<file path="config.mk">
export PLATFORM = sky130hd
export DESIGN_NAME = command_top
export DESIGN_NICKNAME = d
export VERILOG_FILES = /design/src/logic/cmd_pkg.sv /design/src/logic/cmd_links.sv /design/src/logic/command_top.sv /design/src/logic/rsp_encoder.sv /design/src/logic/unit_dispatch.sv /design/src/logic/gpio_unit.sv /design/src/logic/system_unit.sv /design/src/logic/msg_parser.sv
export VERILOG_INCLUDE_DIRS = /design/src /design/src/logic
export SDC_FILE = /design/constraint.sdc
export NUM_CORES = 1
export LEC_CHECK = 0
export BUFFER_PORTS_ARGS = -buffer_cell sky130_fd_sc_hd__buf_2
export CAP_MARGIN = 25
export CORE_MARGIN = 2
export CORE_UTILIZATION = 45
export CTS_BUF_LIST = sky130_fd_sc_hd__clkbuf_16
export DETAILED_ROUTE_END_ITERATION = 8
export PLACE_DENSITY_LB_ADDON = 0.1
export SETUP_SLACK_MARGIN = 0.5
export SKIP_CTS_REPAIR_TIMING = 1
export SYNTH_ARGS = -nofsm -noshare
export SYNTH_HDL_FRONTEND = slang
export SYNTH_SLANG_ARGS = --single-unit
export TNS_END_PERCENT = 1
</file>
<file path="constraint.sdc">
create_clock -name clk -period 9.2 [get_ports clk]
set_input_delay 0.92 -clock clk [delete_from_list [all_inputs] [get_ports clk]]
set_output_delay 0.92 -clock clk [all_outputs]
set_load 0.01 [all_outputs]
</file>
<file path="src/logic/cmd_settings.svh">
`ifndef CMD_SETTINGS_SVH
`define CMD_SETTINGS_SVH
`default_nettype none

// Most decoded arguments per command.
`define CMD_MAX_ARGS 2

// Most parameters in one response.
`define CMD_MAX_PARAMS 1

// Value returned by get_version.
`define CMD_VERSION 32'h00010203

`define CMD_NGPIO 8

// Longest VLQ form of a 32-bit word.
`define CMD_VLQ_BYTES 5

`default_nettype wire
`endif
</file>
<file path="src/logic/cmd_pkg.sv">
`include "cmd_settings.svh"
`default_nettype none

package cmd_pkg;

	localparam int ARG_CNT_W = $clog2(`CMD_MAX_ARGS + 1);
	localparam int ARG_IDX_W = (`CMD_MAX_ARGS > 1) ? $clog2(`CMD_MAX_ARGS) : 1;
	localparam int PARAM_CNT_W = $clog2(`CMD_MAX_PARAMS + 1);

	typedef logic [31:0] arg_t;
	typedef logic [ARG_CNT_W-1:0] arg_cnt_t;
	typedef logic [PARAM_CNT_W-1:0] param_cnt_t;

	typedef enum logic [7:0] {
		CMD_GET_VERSION     = 8'd0,
		CMD_SYNC_TIME       = 8'd1,
		CMD_GET_TIME        = 8'd2,
		CMD_SET_DIGITAL_OUT = 8'd15,
		CMD_SHUTDOWN        = 8'd19
	} cmd_id_t;

	typedef enum logic [1:0] {
		UNIT_NONE   = 2'd0,
		UNIT_SYSTEM = 2'd1,
		UNIT_GPIO   = 2'd2
	} unit_t;

	typedef enum logic [7:0] {
		RSP_GET_VERSION = 8'd0,
		RSP_GET_TIME    = 8'd1
	} rsp_id_t;

	typedef struct packed {
		unit_t unit;
		arg_cnt_t nargs;
		logic has_rsp;
	} cmd_desc_t;

	// Ids missing here fall through to unit none with no arguments.
	function automatic cmd_desc_t cmd_table(input logic [7:0] id);
		cmd_desc_t desc;
		desc = '{unit: UNIT_NONE, nargs: arg_cnt_t'(0), has_rsp: 1'b0};
		case (id)
			CMD_GET_VERSION:     desc = '{UNIT_SYSTEM, arg_cnt_t'(0), 1'b1};
			CMD_SYNC_TIME:       desc = '{UNIT_SYSTEM, arg_cnt_t'(2), 1'b0};
			CMD_GET_TIME:        desc = '{UNIT_SYSTEM, arg_cnt_t'(0), 1'b1};
			CMD_SET_DIGITAL_OUT: desc = '{UNIT_GPIO, arg_cnt_t'(2), 1'b0};
			CMD_SHUTDOWN:        desc = '{UNIT_SYSTEM, arg_cnt_t'(0), 1'b0};
			default: ;
		endcase
		return desc;
	endfunction

endpackage

`default_nettype wire

</file>
<file path="src/logic/cmd_links.sv">
`timescale 1ns/1ps
`include "cmd_settings.svh"
`default_nettype none

// Parsed command, parser to dispatcher.
interface cmd_link;
	logic req;
	logic ack;
	cmd_pkg::cmd_id_t cmd;
	cmd_pkg::unit_t unit;
	logic has_rsp;
	cmd_pkg::arg_t [`CMD_MAX_ARGS-1:0] args;

	modport sender (output req, cmd, unit, has_rsp, args, input ack);
	modport receiver (input req, cmd, unit, has_rsp, args, output ack);
endinterface

// Response record, dispatcher to encoder.
interface rsp_link;
	logic req;
	logic ack;
	cmd_pkg::rsp_id_t rsp_id;
	cmd_pkg::param_cnt_t nparams;
	cmd_pkg::arg_t [`CMD_MAX_PARAMS-1:0] params;

	modport sender (output req, rsp_id, nparams, params, input ack);
	modport receiver (input req, rsp_id, nparams, params, output ack);
endinterface

`default_nettype wire

</file>
<file path="src/logic/command_top.sv">
`timescale 1ns/1ps
`include "cmd_settings.svh"
`default_nettype none

module command_top (
	input wire clk,
	input wire rst_n,
	input wire [7:0] msg_data,
	input wire msg_ready,
	output wire msg_rd_en,
	output wire [7:0] send_ring_data,
	output wire send_ring_wr_en,
	input wire send_ring_full,
	output wire [7:0] send_len_data,
	output wire send_len_wr_en,
	output wire [`CMD_NGPIO-1:0] gpio
);

	cmd_link cmd_bus ();
	rsp_link rsp_bus ();

	msg_parser msg_parser_i (
		.clk(clk),
		.rst_n(rst_n),
		.msg_data(msg_data),
		.msg_ready(msg_ready),
		.msg_rd_en(msg_rd_en),
		.cmd(cmd_bus)
	);

	unit_dispatch unit_dispatch_i (
		.clk(clk),
		.rst_n(rst_n),
		.cmd(cmd_bus),
		.rsp(rsp_bus),
		.gpio(gpio)
	);

	rsp_encoder rsp_encoder_i (
		.clk(clk),
		.rst_n(rst_n),
		.rsp(rsp_bus),
		.send_ring_data(send_ring_data),
		.send_ring_wr_en(send_ring_wr_en),
		.send_ring_full(send_ring_full),
		.send_len_data(send_len_data),
		.send_len_wr_en(send_len_wr_en)
	);

endmodule

`default_nettype wire

</file>
<file path="src/logic/rsp_encoder.sv">
`timescale 1ns/1ps
`include "cmd_settings.svh"
`default_nettype none

module rsp_encoder (
	input wire clk,
	input wire rst_n,
	rsp_link.receiver rsp,
	output logic [7:0] send_ring_data,
	output logic send_ring_wr_en,
	input wire send_ring_full,
	output logic [7:0] send_len_data,
	output logic send_len_wr_en
);

	localparam int VLQ_W = $clog2(`CMD_VLQ_BYTES + 1);

	typedef enum logic [1:0] {
		E_IDLE,
		E_ID,
		E_PARAM
	} state_t;

	state_t state;
	logic accept;
	logic last_byte;
	cmd_pkg::rsp_id_t rsp_id;
	cmd_pkg::param_cnt_t left_params;
	cmd_pkg::arg_t [`CMD_MAX_PARAMS-1:0] params;
	logic [VLQ_W-1:0] cur_len;
	logic [VLQ_W-1:0] sent;
	logic [7:0] count;
	logic [7:0] next_count;
	logic [34:0] shifted;

	// Shortest form that still decodes back to the same signed value.
	function automatic logic [VLQ_W-1:0] vlq_len(input cmd_pkg::arg_t v);
		logic signed [31:0] s;
		s = v;
		if (s >= -32 && s < 96)
			return VLQ_W'(1);
		if (s >= -4096 && s < 12288)
			return VLQ_W'(2);
		if (s >= -524288 && s < 1572864)
			return VLQ_W'(3);
		if (s >= -67108864 && s < 201326592)
			return VLQ_W'(4);
		return VLQ_W'(`CMD_VLQ_BYTES);
	endfunction

	assign accept = (state == E_IDLE) && rsp.req && !rsp.ack;
	assign cur_len = vlq_len(params[0]);
	assign last_byte = (sent == cur_len - 1'b1);
	assign shifted = {{3{params[0][31]}}, params[0]} >> (7 * (cur_len - 1'b1 - sent));
	assign next_count = (state == E_ID) ? 8'd1 : count + 8'd1;

	assign send_ring_wr_en = (state != E_IDLE) && !send_ring_full;
	assign send_ring_data = (state == E_ID) ? rsp_id : {~last_byte, shifted[6:0]};

	always_ff @(posedge clk) begin
		if (!rst_n) begin
			state <= E_IDLE;
			rsp.ack <= 1'b0;
			send_len_wr_en <= 1'b0;
		end else begin
			send_len_wr_en <= 1'b0;
			if (rsp.ack && !rsp.req)
				rsp.ack <= 1'b0;
			if (accept) begin
				rsp.ack <= 1'b1;
				state <= E_ID;
			end else if (send_ring_wr_en) begin
				// Length goes out the cycle after the final byte.
				if ((state == E_ID && left_params == '0) ||
				    (state == E_PARAM && last_byte && left_params == 1'b1)) begin
					send_len_wr_en <= 1'b1;
					state <= E_IDLE;
				end else begin
					state <= E_PARAM;
				end
			end
		end
	end

	always_ff @(posedge clk) begin
		if (accept) begin
			rsp_id <= rsp.rsp_id;
			params <= rsp.params;
			left_params <= rsp.nparams;
		end
		if (send_ring_wr_en) begin
			count <= next_count;
			send_len_data <= next_count;
			if (state == E_ID || last_byte)
				sent <= '0;
			else
				sent <= sent + 1'b1;
			if (state == E_PARAM && last_byte) begin
				for (int i = 0; i < `CMD_MAX_PARAMS - 1; i++)
					params[i] <= params[i + 1];
				left_params <= left_params - 1'b1;
			end
		end
	end

endmodule

`default_nettype wire

</file>
<file path="src/logic/unit_dispatch.sv">
`timescale 1ns/1ps
`include "cmd_settings.svh"
`default_nettype none

module unit_dispatch (
	input wire clk,
	input wire rst_n,
	cmd_link.receiver cmd,
	rsp_link.sender rsp,
	output wire [`CMD_NGPIO-1:0] gpio
);

	typedef enum logic [1:0] {
		D_IDLE,
		D_RUN,
		D_RSP,
		D_DONE
	} state_t;

	state_t state;
	logic start;
	logic rsp_load;
	logic shutdown;
	cmd_pkg::arg_t sys_result;

	// Units act on the edge after req, result is ready one cycle later.
	assign start = (state == D_IDLE) && cmd.req && !cmd.ack &&
		(cmd.unit != cmd_pkg::UNIT_NONE);
	assign rsp_load = (state == D_RUN) && cmd.has_rsp && !rsp.ack;

	system_unit system_unit_i (
		.clk(clk),
		.rst_n(rst_n),
		.start(start && (cmd.unit == cmd_pkg::UNIT_SYSTEM)),
		.cmd(cmd.cmd),
		.args(cmd.args),
		.result(sys_result),
		.shutdown(shutdown)
	);

	gpio_unit gpio_unit_i (
		.clk(clk),
		.rst_n(rst_n),
		.start(start && (cmd.unit == cmd_pkg::UNIT_GPIO)),
		.args(cmd.args),
		.shutdown(shutdown),
		.gpio(gpio)
	);

	always_ff @(posedge clk) begin
		if (!rst_n) begin
			state <= D_IDLE;
			cmd.ack <= 1'b0;
			rsp.req <= 1'b0;
		end else begin
			case (state)
				D_IDLE: begin
					if (start) begin
						state <= D_RUN;
					end else if (cmd.req && !cmd.ack) begin
						cmd.ack <= 1'b1;
						state <= D_DONE;
					end
				end
				D_RUN: begin
					if (!cmd.has_rsp) begin
						cmd.ack <= 1'b1;
						state <= D_DONE;
					end else if (rsp_load) begin
						rsp.req <= 1'b1;
						state <= D_RSP;
					end
				end
				// Command is only released once the encoder holds its record.
				D_RSP: begin
					if (rsp.ack) begin
						rsp.req <= 1'b0;
						cmd.ack <= 1'b1;
						state <= D_DONE;
					end
				end
				default: begin
					if (!cmd.req) begin
						cmd.ack <= 1'b0;
						state <= D_IDLE;
					end
				end
			endcase
		end
	end

	always_ff @(posedge clk) begin
		if (rsp_load) begin
			rsp.rsp_id <= (cmd.cmd == cmd_pkg::CMD_GET_TIME) ?
				cmd_pkg::RSP_GET_TIME : cmd_pkg::RSP_GET_VERSION;
			rsp.nparams <= cmd_pkg::param_cnt_t'(1);
			rsp.params <= '0;
			rsp.params[0] <= sys_result;
		end
	end

endmodule

`default_nettype wire

</file>
<file path="src/logic/gpio_unit.sv">
`timescale 1ns/1ps
`include "cmd_settings.svh"
`default_nettype none

module gpio_unit (
	input wire clk,
	input wire rst_n,
	input wire start,
	input wire cmd_pkg::arg_t [`CMD_MAX_ARGS-1:0] args,
	input wire shutdown,
	output logic [`CMD_NGPIO-1:0] gpio
);

	localparam int SEL_W = (`CMD_NGPIO > 1) ? $clog2(`CMD_NGPIO) : 1;

	logic [SEL_W-1:0] sel;

	// Channel number wraps on the output count.
	assign sel = SEL_W'(args[0] % `CMD_NGPIO);

	always_ff @(posedge clk) begin
		if (!rst_n) begin
			gpio <= '0;
		end else if (shutdown) begin
			gpio <= '0;
		end else if (start) begin
			gpio[sel] <= args[1][0];
		end
	end

endmodule

`default_nettype wire

</file>
<file path="src/logic/system_unit.sv">
`timescale 1ns/1ps
`include "cmd_settings.svh"
`default_nettype none

module system_unit (
	input wire clk,
	input wire rst_n,
	input wire start,
	input wire cmd_pkg::cmd_id_t cmd,
	input wire cmd_pkg::arg_t [`CMD_MAX_ARGS-1:0] args,
	output cmd_pkg::arg_t result,
	output logic shutdown
);

	cmd_pkg::arg_t time_cnt;

	// Free running clock count, arg 1 of sync_time is the high word and not kept.
	always_ff @(posedge clk) begin
		if (!rst_n) begin
			time_cnt <= '0;
			shutdown <= 1'b0;
		end else begin
			if (start && cmd == cmd_pkg::CMD_SYNC_TIME)
				time_cnt <= args[0];
			else
				time_cnt <= time_cnt + 1'b1;
			// Sticky until the next reset.
			if (start && cmd == cmd_pkg::CMD_SHUTDOWN)
				shutdown <= 1'b1;
		end
	end

	always_ff @(posedge clk) begin
		if (start) begin
			case (cmd)
				cmd_pkg::CMD_GET_VERSION: result <= `CMD_VERSION;
				cmd_pkg::CMD_GET_TIME: result <= time_cnt;
				default: ;
			endcase
		end
	end

endmodule

`default_nettype wire

</file>
<file path="src/logic/msg_parser.sv">
`timescale 1ns/1ps
`default_nettype none

module msg_parser (
	input wire clk,
	input wire rst_n,
	input wire [7:0] msg_data,
	input wire msg_ready,
	output logic msg_rd_en,
	cmd_link.sender cmd
);

	typedef enum logic {
		ST_ID,
		ST_ARG
	} state_t;

	state_t state;
	logic first;
	logic pending;
	logic take;
	logic last_arg;
	cmd_pkg::cmd_desc_t desc;
	cmd_pkg::arg_cnt_t nargs;
	logic [cmd_pkg::ARG_IDX_W-1:0] arg_idx;
	cmd_pkg::arg_t acc;
	cmd_pkg::arg_t value;

	// A byte is taken at the edge where rd_en rises, never two cycles running.
	assign take = msg_ready && !msg_rd_en && !pending;
	assign desc = cmd_pkg::cmd_table(msg_data);
	assign last_arg = (cmd_pkg::arg_cnt_t'(arg_idx) + 1'b1 == nargs);

	// First VLQ byte with bits 6:5 set starts a negative value.
	always_comb begin
		if (first)
			value = {{25{msg_data[6] & msg_data[5]}}, msg_data[6:0]};
		else
			value = {acc[24:0], msg_data[6:0]};
	end

	// ==============================
	// Control and handshake
	// ==============================
	always_ff @(posedge clk) begin
		if (!rst_n) begin
			state <= ST_ID;
			first <= 1'b1;
			pending <= 1'b0;
			msg_rd_en <= 1'b0;
			cmd.req <= 1'b0;
		end else begin
			msg_rd_en <= take;
			if (take) begin
				if (state == ST_ID) begin
					if (desc.nargs == '0) begin
						pending <= 1'b1;
					end else begin
						state <= ST_ARG;
						first <= 1'b1;
					end
				end else if (msg_data[7]) begin
					first <= 1'b0;
				end else begin
					first <= 1'b1;
					if (last_arg) begin
						state <= ST_ID;
						pending <= 1'b1;
					end
				end
			end
			// Wait for the previous ack to drop before the next req.
			if (pending && !cmd.req && !cmd.ack)
				cmd.req <= 1'b1;
			if (cmd.req && cmd.ack) begin
				cmd.req <= 1'b0;
				pending <= 1'b0;
			end
		end
	end

	always_ff @(posedge clk) begin
		if (take) begin
			if (state == ST_ID) begin
				cmd.cmd <= cmd_pkg::cmd_id_t'(msg_data);
				cmd.unit <= desc.unit;
				cmd.has_rsp <= desc.has_rsp;
				nargs <= desc.nargs;
				arg_idx <= '0;
			end else if (msg_data[7]) begin
				acc <= value;
			end else begin
				cmd.args[arg_idx] <= value;
				arg_idx <= arg_idx + 1'b1;
			end
		end
	end

endmodule

`default_nettype wire

</file>
# --- Yosys cells after proc, flatten, opt, wreduce, memory -nomap -nowiden ---
# Cells that the tools add are included.
op_classes:
  n_addsub: 9
  mul: 1
  magnitude_cmp: 12
  eq_ne: 27
  shift: 1
  n_mux: 68
  bitwise_logic: 7
  n_reduce_logical: 64
ops:
  columns: ["cell", "count"]
  rows:
  - ["2-to-1 mux 32 bit", 3]
  - ["bitwise mux 64 bit", 1]
  - ["case mux 32 bit (2 select lines)", 1]
  - ["2-to-1 mux 1 bit", 40]
  - [">> shifter 35 x 32 -> 7 bit", 1]
  - ["adder 32 x 1 -> 32 bit (second input constant)", 1]
  - ["demux 32 bit (select 1 bit)", 1]
  - ["greater-or-equal comparator 32 x 13 -> 1 bit (second input constant)", 1]
  - ["greater-or-equal comparator 32 x 20 -> 1 bit (second input constant)", 1]
  - ["greater-or-equal comparator 32 x 27 -> 1 bit (second input constant)", 1]
  - ["greater-or-equal comparator 32 x 6 -> 1 bit (second input constant)", 1]
  - ["less-than comparator 32 x 15 -> 1 bit (second input constant)", 1]
  - ["less-than comparator 32 x 22 -> 1 bit (second input constant)", 1]
  - ["less-than comparator 32 x 29 -> 1 bit (second input constant)", 1]
  - ["less-than comparator 32 x 8 -> 1 bit (second input constant)", 1]
  - ["multiplier 3 x 32 -> 32 bit (first input constant)", 1]
  - ["subtractor 32 x 3 -> 32 bit", 1]
  - ["logical AND 1 bit", 28]
  - ["2-to-1 mux 3 bit", 8]
  - ["case mux 5 bit (4 select lines)", 1]
  - ["== test 8 x 1 -> 1 bit (second input constant)", 2]
  - ["== test 8 x 2 -> 1 bit (second input constant)", 2]
  - ["== test 8 x 5 -> 1 bit (second input constant)", 2]
  - ["zero test 8 bit", 2]
  - ["other kinds (39)", 86]
totals:
  regBits: 281
  out_inout_bits: 27

# --- Logic depth before layout (Yosys ltp) ---
depth:
  ltp_word: 21
  mapped_depth: 30
  depth_no_buf: 28

# --- Modules after synthesis ---
# Synthesis repeated with hierarchy kept, for this count alone.
unflattened:
  hier_cells: 958
  area_unflattened_um2: 12592.1
by_module_without_submodules:
  columns: ["mod", "instances", "cells_each", "area_each_um2"]
  rows:
  - ["rsp_encoder", 1, 328, 3990.1]
  - ["msg_parser", 1, 200, 3653.5]
  - ["system_unit", 1, 307, 3124.2]
  - ["unit_dispatch", 1, 89, 1423.9]
  - ["gpio_unit", 1, 34, 400.4]

# --- Least setup slack after synthesis ---
# OpenSTA, ideal clock, no wires.
synth_path:
  kind: "register to output"
  startpoint: "register rsp_encoder_i.params[31] (netlist name)"
  endpoint: "output port send_ring_data[1]"
  t_arrival_ps: 6087
  t_required_ps: 8280
  setup_slack_ps: 2193
  path_stages_with_launch: 26
  path_buffers: 1
  path_cell_list: "edfxtp_1 clkbuf_1 nand4_1 nor2_1 nand4_1 or4_1 o31ai_1 a31o_2 inv_1 ha_1 xnor2_1 ha_1 a21o_1 ha_1 inv_1 ha_1 ha_1 ha_1 a21oi_2 o21ai_1 a21oi_1 o221ai_1 a311o_1 nor4_2 nand3_2 a2111oi_2"
synth_between:
  elab_chain_cells: 15
synth_rtl:
  columns: ["element", "line", "text"]
  rows:
  - ["start: declaration", "rsp_encoder.sv:29", "cmd_pkg::arg_t [`CMD_MAX_PARAMS-1:0] params;"]
  - ["start signal: assignment", "rsp_encoder.sv:88", "params <= rsp.params;"]
  - ["start signal: indexed assignment", "rsp_encoder.sv:100", "params[i] <= params[i + 1];"]
  - ["greater-or-equal comparator 32 x 27 -> 1 bit or less-than comparator 32 x 29 -> 1 bit (tied branches)", "rsp_encoder.sv:46", "if (s >= -67108864 && s < 201326592)"]
  - ["logical AND 1 bit", "rsp_encoder.sv:46", null]
  - ["2-to-1 mux 1 bit (2 in a row)", "rsp_encoder.sv:46", null]
  - ["2-to-1 mux 1 bit", "rsp_encoder.sv:44", "if (s >= -524288 && s < 1572864)"]
  - ["2-to-1 mux 1 bit", "rsp_encoder.sv:42", "if (s >= -4096 && s < 12288)"]
  - ["2-to-1 mux 3 bit", "rsp_encoder.sv:48", "return VLQ_W'(`CMD_VLQ_BYTES);"]
  - ["2-to-1 mux 3 bit", "rsp_encoder.sv:46", null]
  - ["2-to-1 mux 3 bit", "rsp_encoder.sv:44", null]
  - ["2-to-1 mux 3 bit", "rsp_encoder.sv:42", null]
  - ["subtractor 3 x 1 -> 4 bit", "rsp_encoder.sv:54", "assign shifted = {{3{params[0][31]}}, params[0]} >> (7 * (cur_len - 1'b1 - sent));"]
  - ["subtractor 32 x 3 -> 32 bit", "rsp_encoder.sv:54", null]
  - ["multiplier 3 x 32 -> 32 bit", "rsp_encoder.sv:54", null]
  - [">> shifter 35 x 32 -> 7 bit *", "rsp_encoder.sv:54", null]
  - ["2-to-1 mux 8 bit *", "rsp_encoder.sv:58", "assign send_ring_data = (state == E_ID) ? rsp_id : {~last_byte, shifted[6:0]};"]
  - ["end: declaration", "command_top.sv:11", "output wire [7:0] send_ring_data,"]
# Mark *: on every way between the ends. The rest lies on a longest branch, timed or not. The select of a mux whose other input is x is not followed.

# --- Worst setup path in the final report ---
layout_path:
  startpoint: "register rsp_encoder_i.params[28] (netlist name)"
  endpoint: "output port send_ring_data[2]"
# The elaborated chain is that of the path after synthesis.

==> results.cfg <==
[status]
status = finished clean

[synth]
ys_types = 85
netlist_top_cells_area = edfxtp_1 (42%), dfxtp_1 (8.5%), mux4_2 (5.5%), ha_1 (4.4%), nand2_1 (3.0%)
synthFlopType = edfxtp_1
synthMuxAreaShare_pct = 7.739
yosys.area.top_type_share_pct = 41.58
synth_edf_count = 180
synthXorXnorAreaFrac_pct = 3.302
postSynthCellCount = 1155
synth_most_common_cell = edfxtp_1
synth_warnings = 0
async_flop_share_pct = 0
ys_seq_elements = 235
yosys.area_share.simple_pct = 15.39
yosys.area_share.adder_pct = 6.738
synth_compound_area_share_pct = 12.47
synth_area_leader_cell = edfxtp_1
synth_commonest_cells = edfxtp_1 (180), nand2_1 (104), inv_1 (84)
synth_top_family_by_area = simple AND/OR/NAND/NOR gates
syn_avg_cell_area_um2 = 11.25
yosysSeqAreaShare_pct = 50.05
synth_area_um2 = 13000

[timing]
setup_ws_ns = 0.9996
relSlewSlack_pct = 36.34
fin_setup_tns_ns = 0
setup_viol = 0
period_share_pct = 89.14
finalHoldViolCount = 0
fmax_mhz = 121.9
period_minus_slack_ns = 8.200
slew_violations = 0
skew_ns = 0.03203
tightest_slew_ns = 0.9517
rsz0062_at_grt = no

[cells_and_area]
area_growth_syn_to_layout_pct = 10.56
num-nets-final = 1257
antenna_cells = 0
fin_util_pct = 50.34
fillers = 2652
final-instance-count-excl-fill = 1586
final_layout_size_suffix_gt1_share_pct = 14.14

[die]
start_util_pct = 45.53
fp.dieH_um = 174.0
die_w_um = 174.0
die-area_um2 = 30260
rows = 62
design.core.area_um2 = 28550
num_io_pins = 39

[worst_setup_path]
critPathLaunchType = flop
endpoint = send_ring_data[2]
r2r-start = rsp_encoder_i.params[28]
crit_start = rsp_encoder_i.params[28]
r2r_cells = 15
slowest_stage = or4_1
worst-path-stages = 26
reg2reg_to = rsp_encoder_i.left_params
critical_path_class = reg2out
crit_arrival_ns = 7.28
path_buf_inv = 5
regToRegSetupSlack_ns = 5.54
critPathTopFamily = simple AND/OR/NAND/NOR gates
cp_max_fo = 9
critPathMaxStageDelay_ns = 0.57
cp.required_ns = 8.28
endpoint_kind = output port

[power]
clkPwrFrac_pct = 16.8
netSwitchingPower_mw = 2.259
irDropWorstVdd_mv = 0.2038
combPwrFrac_pct = 57.4
swShare_pct = 43.16
p_leak_nw = 5.673
p_int_mw = 2.975
pwr-share-seq_pct = 25.8
power_per_cell_area_nw_per_um2 = 364.2

[place]
dp_hpwl_um = 20740
dp.cells = 1539
numPortBuffers = 38
detailedPlace.worstSlack_ns = 1.040
routabilityCongestion = 0.9290

[route]
avgRoutedWirePerCell_um = 17.71
vias_per_cell = 5.574
drtAntennaViolNets = 0
wirelength_um = 28080
vias = 8840
dr.pass1.iters = 5
initialDrtViolationCount = 545
drc = 0

[job]
maxCapViolCount = 0

[global_routing]
overflow = 0
grt_antenna_before_repair = 0
first_global_vias = 8594
grt_first_pass_wirelength_um = 45700
gr-usage-all-layers_pct = 18.60
grt_max_degree = 64

[clocking]
htreeDepth = 1
clk_path_buf_depth = 3
cts_made_buffers = 24
cts_tree = built
cts_sinks = 235
clockRootBuffer = clkbuf_16
clk_pin_slew_ns = 0.06
clock_latency_ns = 0.53

[hold_path]
hold_class = reg2reg
-- through the flow --
stage / power [mW] / hold slack [ns] / area [um^2]
6_report: 5.234 / 0.3994 / 14370
4_1_cts: 5.193 / 0.4034 / 14280
3_3_place_gp: 4.338 / 0.4030 / 13550
5_1_grt: 5.577 / 0.4219 / 14370
3_5_place_dp: 4.292 / 0.4045 / 13550
2_1_floorplan: 3.672 / 0.4003 / 13010
-- cell families (layout without fill, tap and decap cells) --
logic type	after synthesis	after routing
AND/OR/NAND/NOR	387	387
AO/OA/AOI/OAI	225	225
flip-flops	235	235
multiplexers	60	60
XOR/XNOR	49	49
buffers and inverters	137	181
other	1	4
adder cells (fa/ha/maj)	61	61
-- how the worst min path moves through the flow --
stage,start,endpoint,cells after the start,slack [ns]
2_1_floorplan,unit_dispatch_i.rsp.params[0],rsp_encoder_i.params[0],0,0.40
3_3_place_gp,unit_dispatch_i.system_unit_i.result[28],unit_dispatch_i.rsp.params[28],0,0.40
3_5_place_dp,unit_dispatch_i.rsp.params[7],rsp_encoder_i.params[7],0,0.40
4_1_cts,unit_dispatch_i.rsp.params[18],rsp_encoder_i.params[18],0,0.40
5_1_grt,unit_dispatch_i.system_unit_i.result[18],unit_dispatch_i.rsp.params[18],0,0.42
6_report,unit_dispatch_i.rsp.params[18],rsp_encoder_i.params[18],0,0.40
-- power by group through the flow --
stage	Sequential (mW)	Combinational [mW]	Clock [mW]
2_1_floorplan	1.34	2.33	0
3_5_place_dp	1.37	2.92	0
6_report	1.35	3.00	0.879
4_1_cts	1.35	2.93	0.907
5_1_grt	1.36	3.26	0.950
3_3_place_gp	1.37	2.97	0
-- cells in the final DEF (no fill, tap or decap), types with 9 or more instances in the layout --
cell type | synthesis | layout
o21ai_0 | 54 | 54
nand4_1 | 14 | 14
nand2_1 | 104 | 104
a21oi_1 | 34 | 32
nand3_1 | 36 | 36
xnor2_1 | 20 | 20
a31oi_1 | 9 | 9
ha_1 | 46 | 39
buf_2 | 12 | 38
and3_1 | 39 | 39
dfxtp_1 | 55 | 55
nor2_1 | 72 | 71
a21o_1 | 18 | 18
xor2_1 | 29 | 29
o211a_1 | 31 | 31
a21oi_2 | 7 | 9
mux2i_1 | 24 | 24
nand2b_1 | 12 | 12
fa_1 | 15 | 15
nor2b_1 | 15 | 15
buf_4 | 3 | 13
clkbuf_16 | 0 | 25
and2_1 | 9 | 9
mux4_2 | 32 | 32
edfxtp_1 | 180 | 180
nor3_1 | 26 | 24
inv_1 | 84 | 95
-- layout make-up --
| class | instances | area [um^2] | area share (%) |
|---|---|---|---|
| Sequential cell | 235 | 6506 | 45.27 |
| Multi-Input combinational cell | 786 | 6028 | 41.95 |
| Clock buffer | 25 | 625.6 | 4.353 |
| Tap cell | 384 | 480.5 | 3.343 |
| Inverter | 85 | 319.1 | 2.220 |
| Timing Repair Buffer | 52 | 307.8 | 2.142 |
| Clock inverter | 19 | 103.9 | 0.7226 |
-- sequential cells by signal, indices dropped and copies added (netlist names), 2 cells and up --
name / cells
unit_dispatch_i.rsp.params: 32
rsp_encoder_i.sent: 3
msg_parser_i.cmd.args: 33
unit_dispatch_i.system_unit_i.time_cnt: 32
rsp_encoder_i.state: 2
unit_dispatch_i.gpio_unit_i.gpio: 8
msg_parser_i.acc: 25
rsp_encoder_i.params: 32
unit_dispatch_i.system_unit_i.result: 32
msg_parser_i.cmd.unit: 2
unit_dispatch_i.state: 2
msg_parser_i.cmd.cmd: 8
rsp_encoder_i.send_len_data: 8
-- layer usage --
| layer | track usage (%) | share of wire [%] |
|---|---|---|
| met4 | 5.252 | 2.3 |
| met3 | 1.684 | 3.8 |
| met1 | 25.89 | 46 |
| met5 | 0 | 0 |
| met2 | 31.29 | 48 |
No activity file was read; power rests on OpenSTA's default activity.
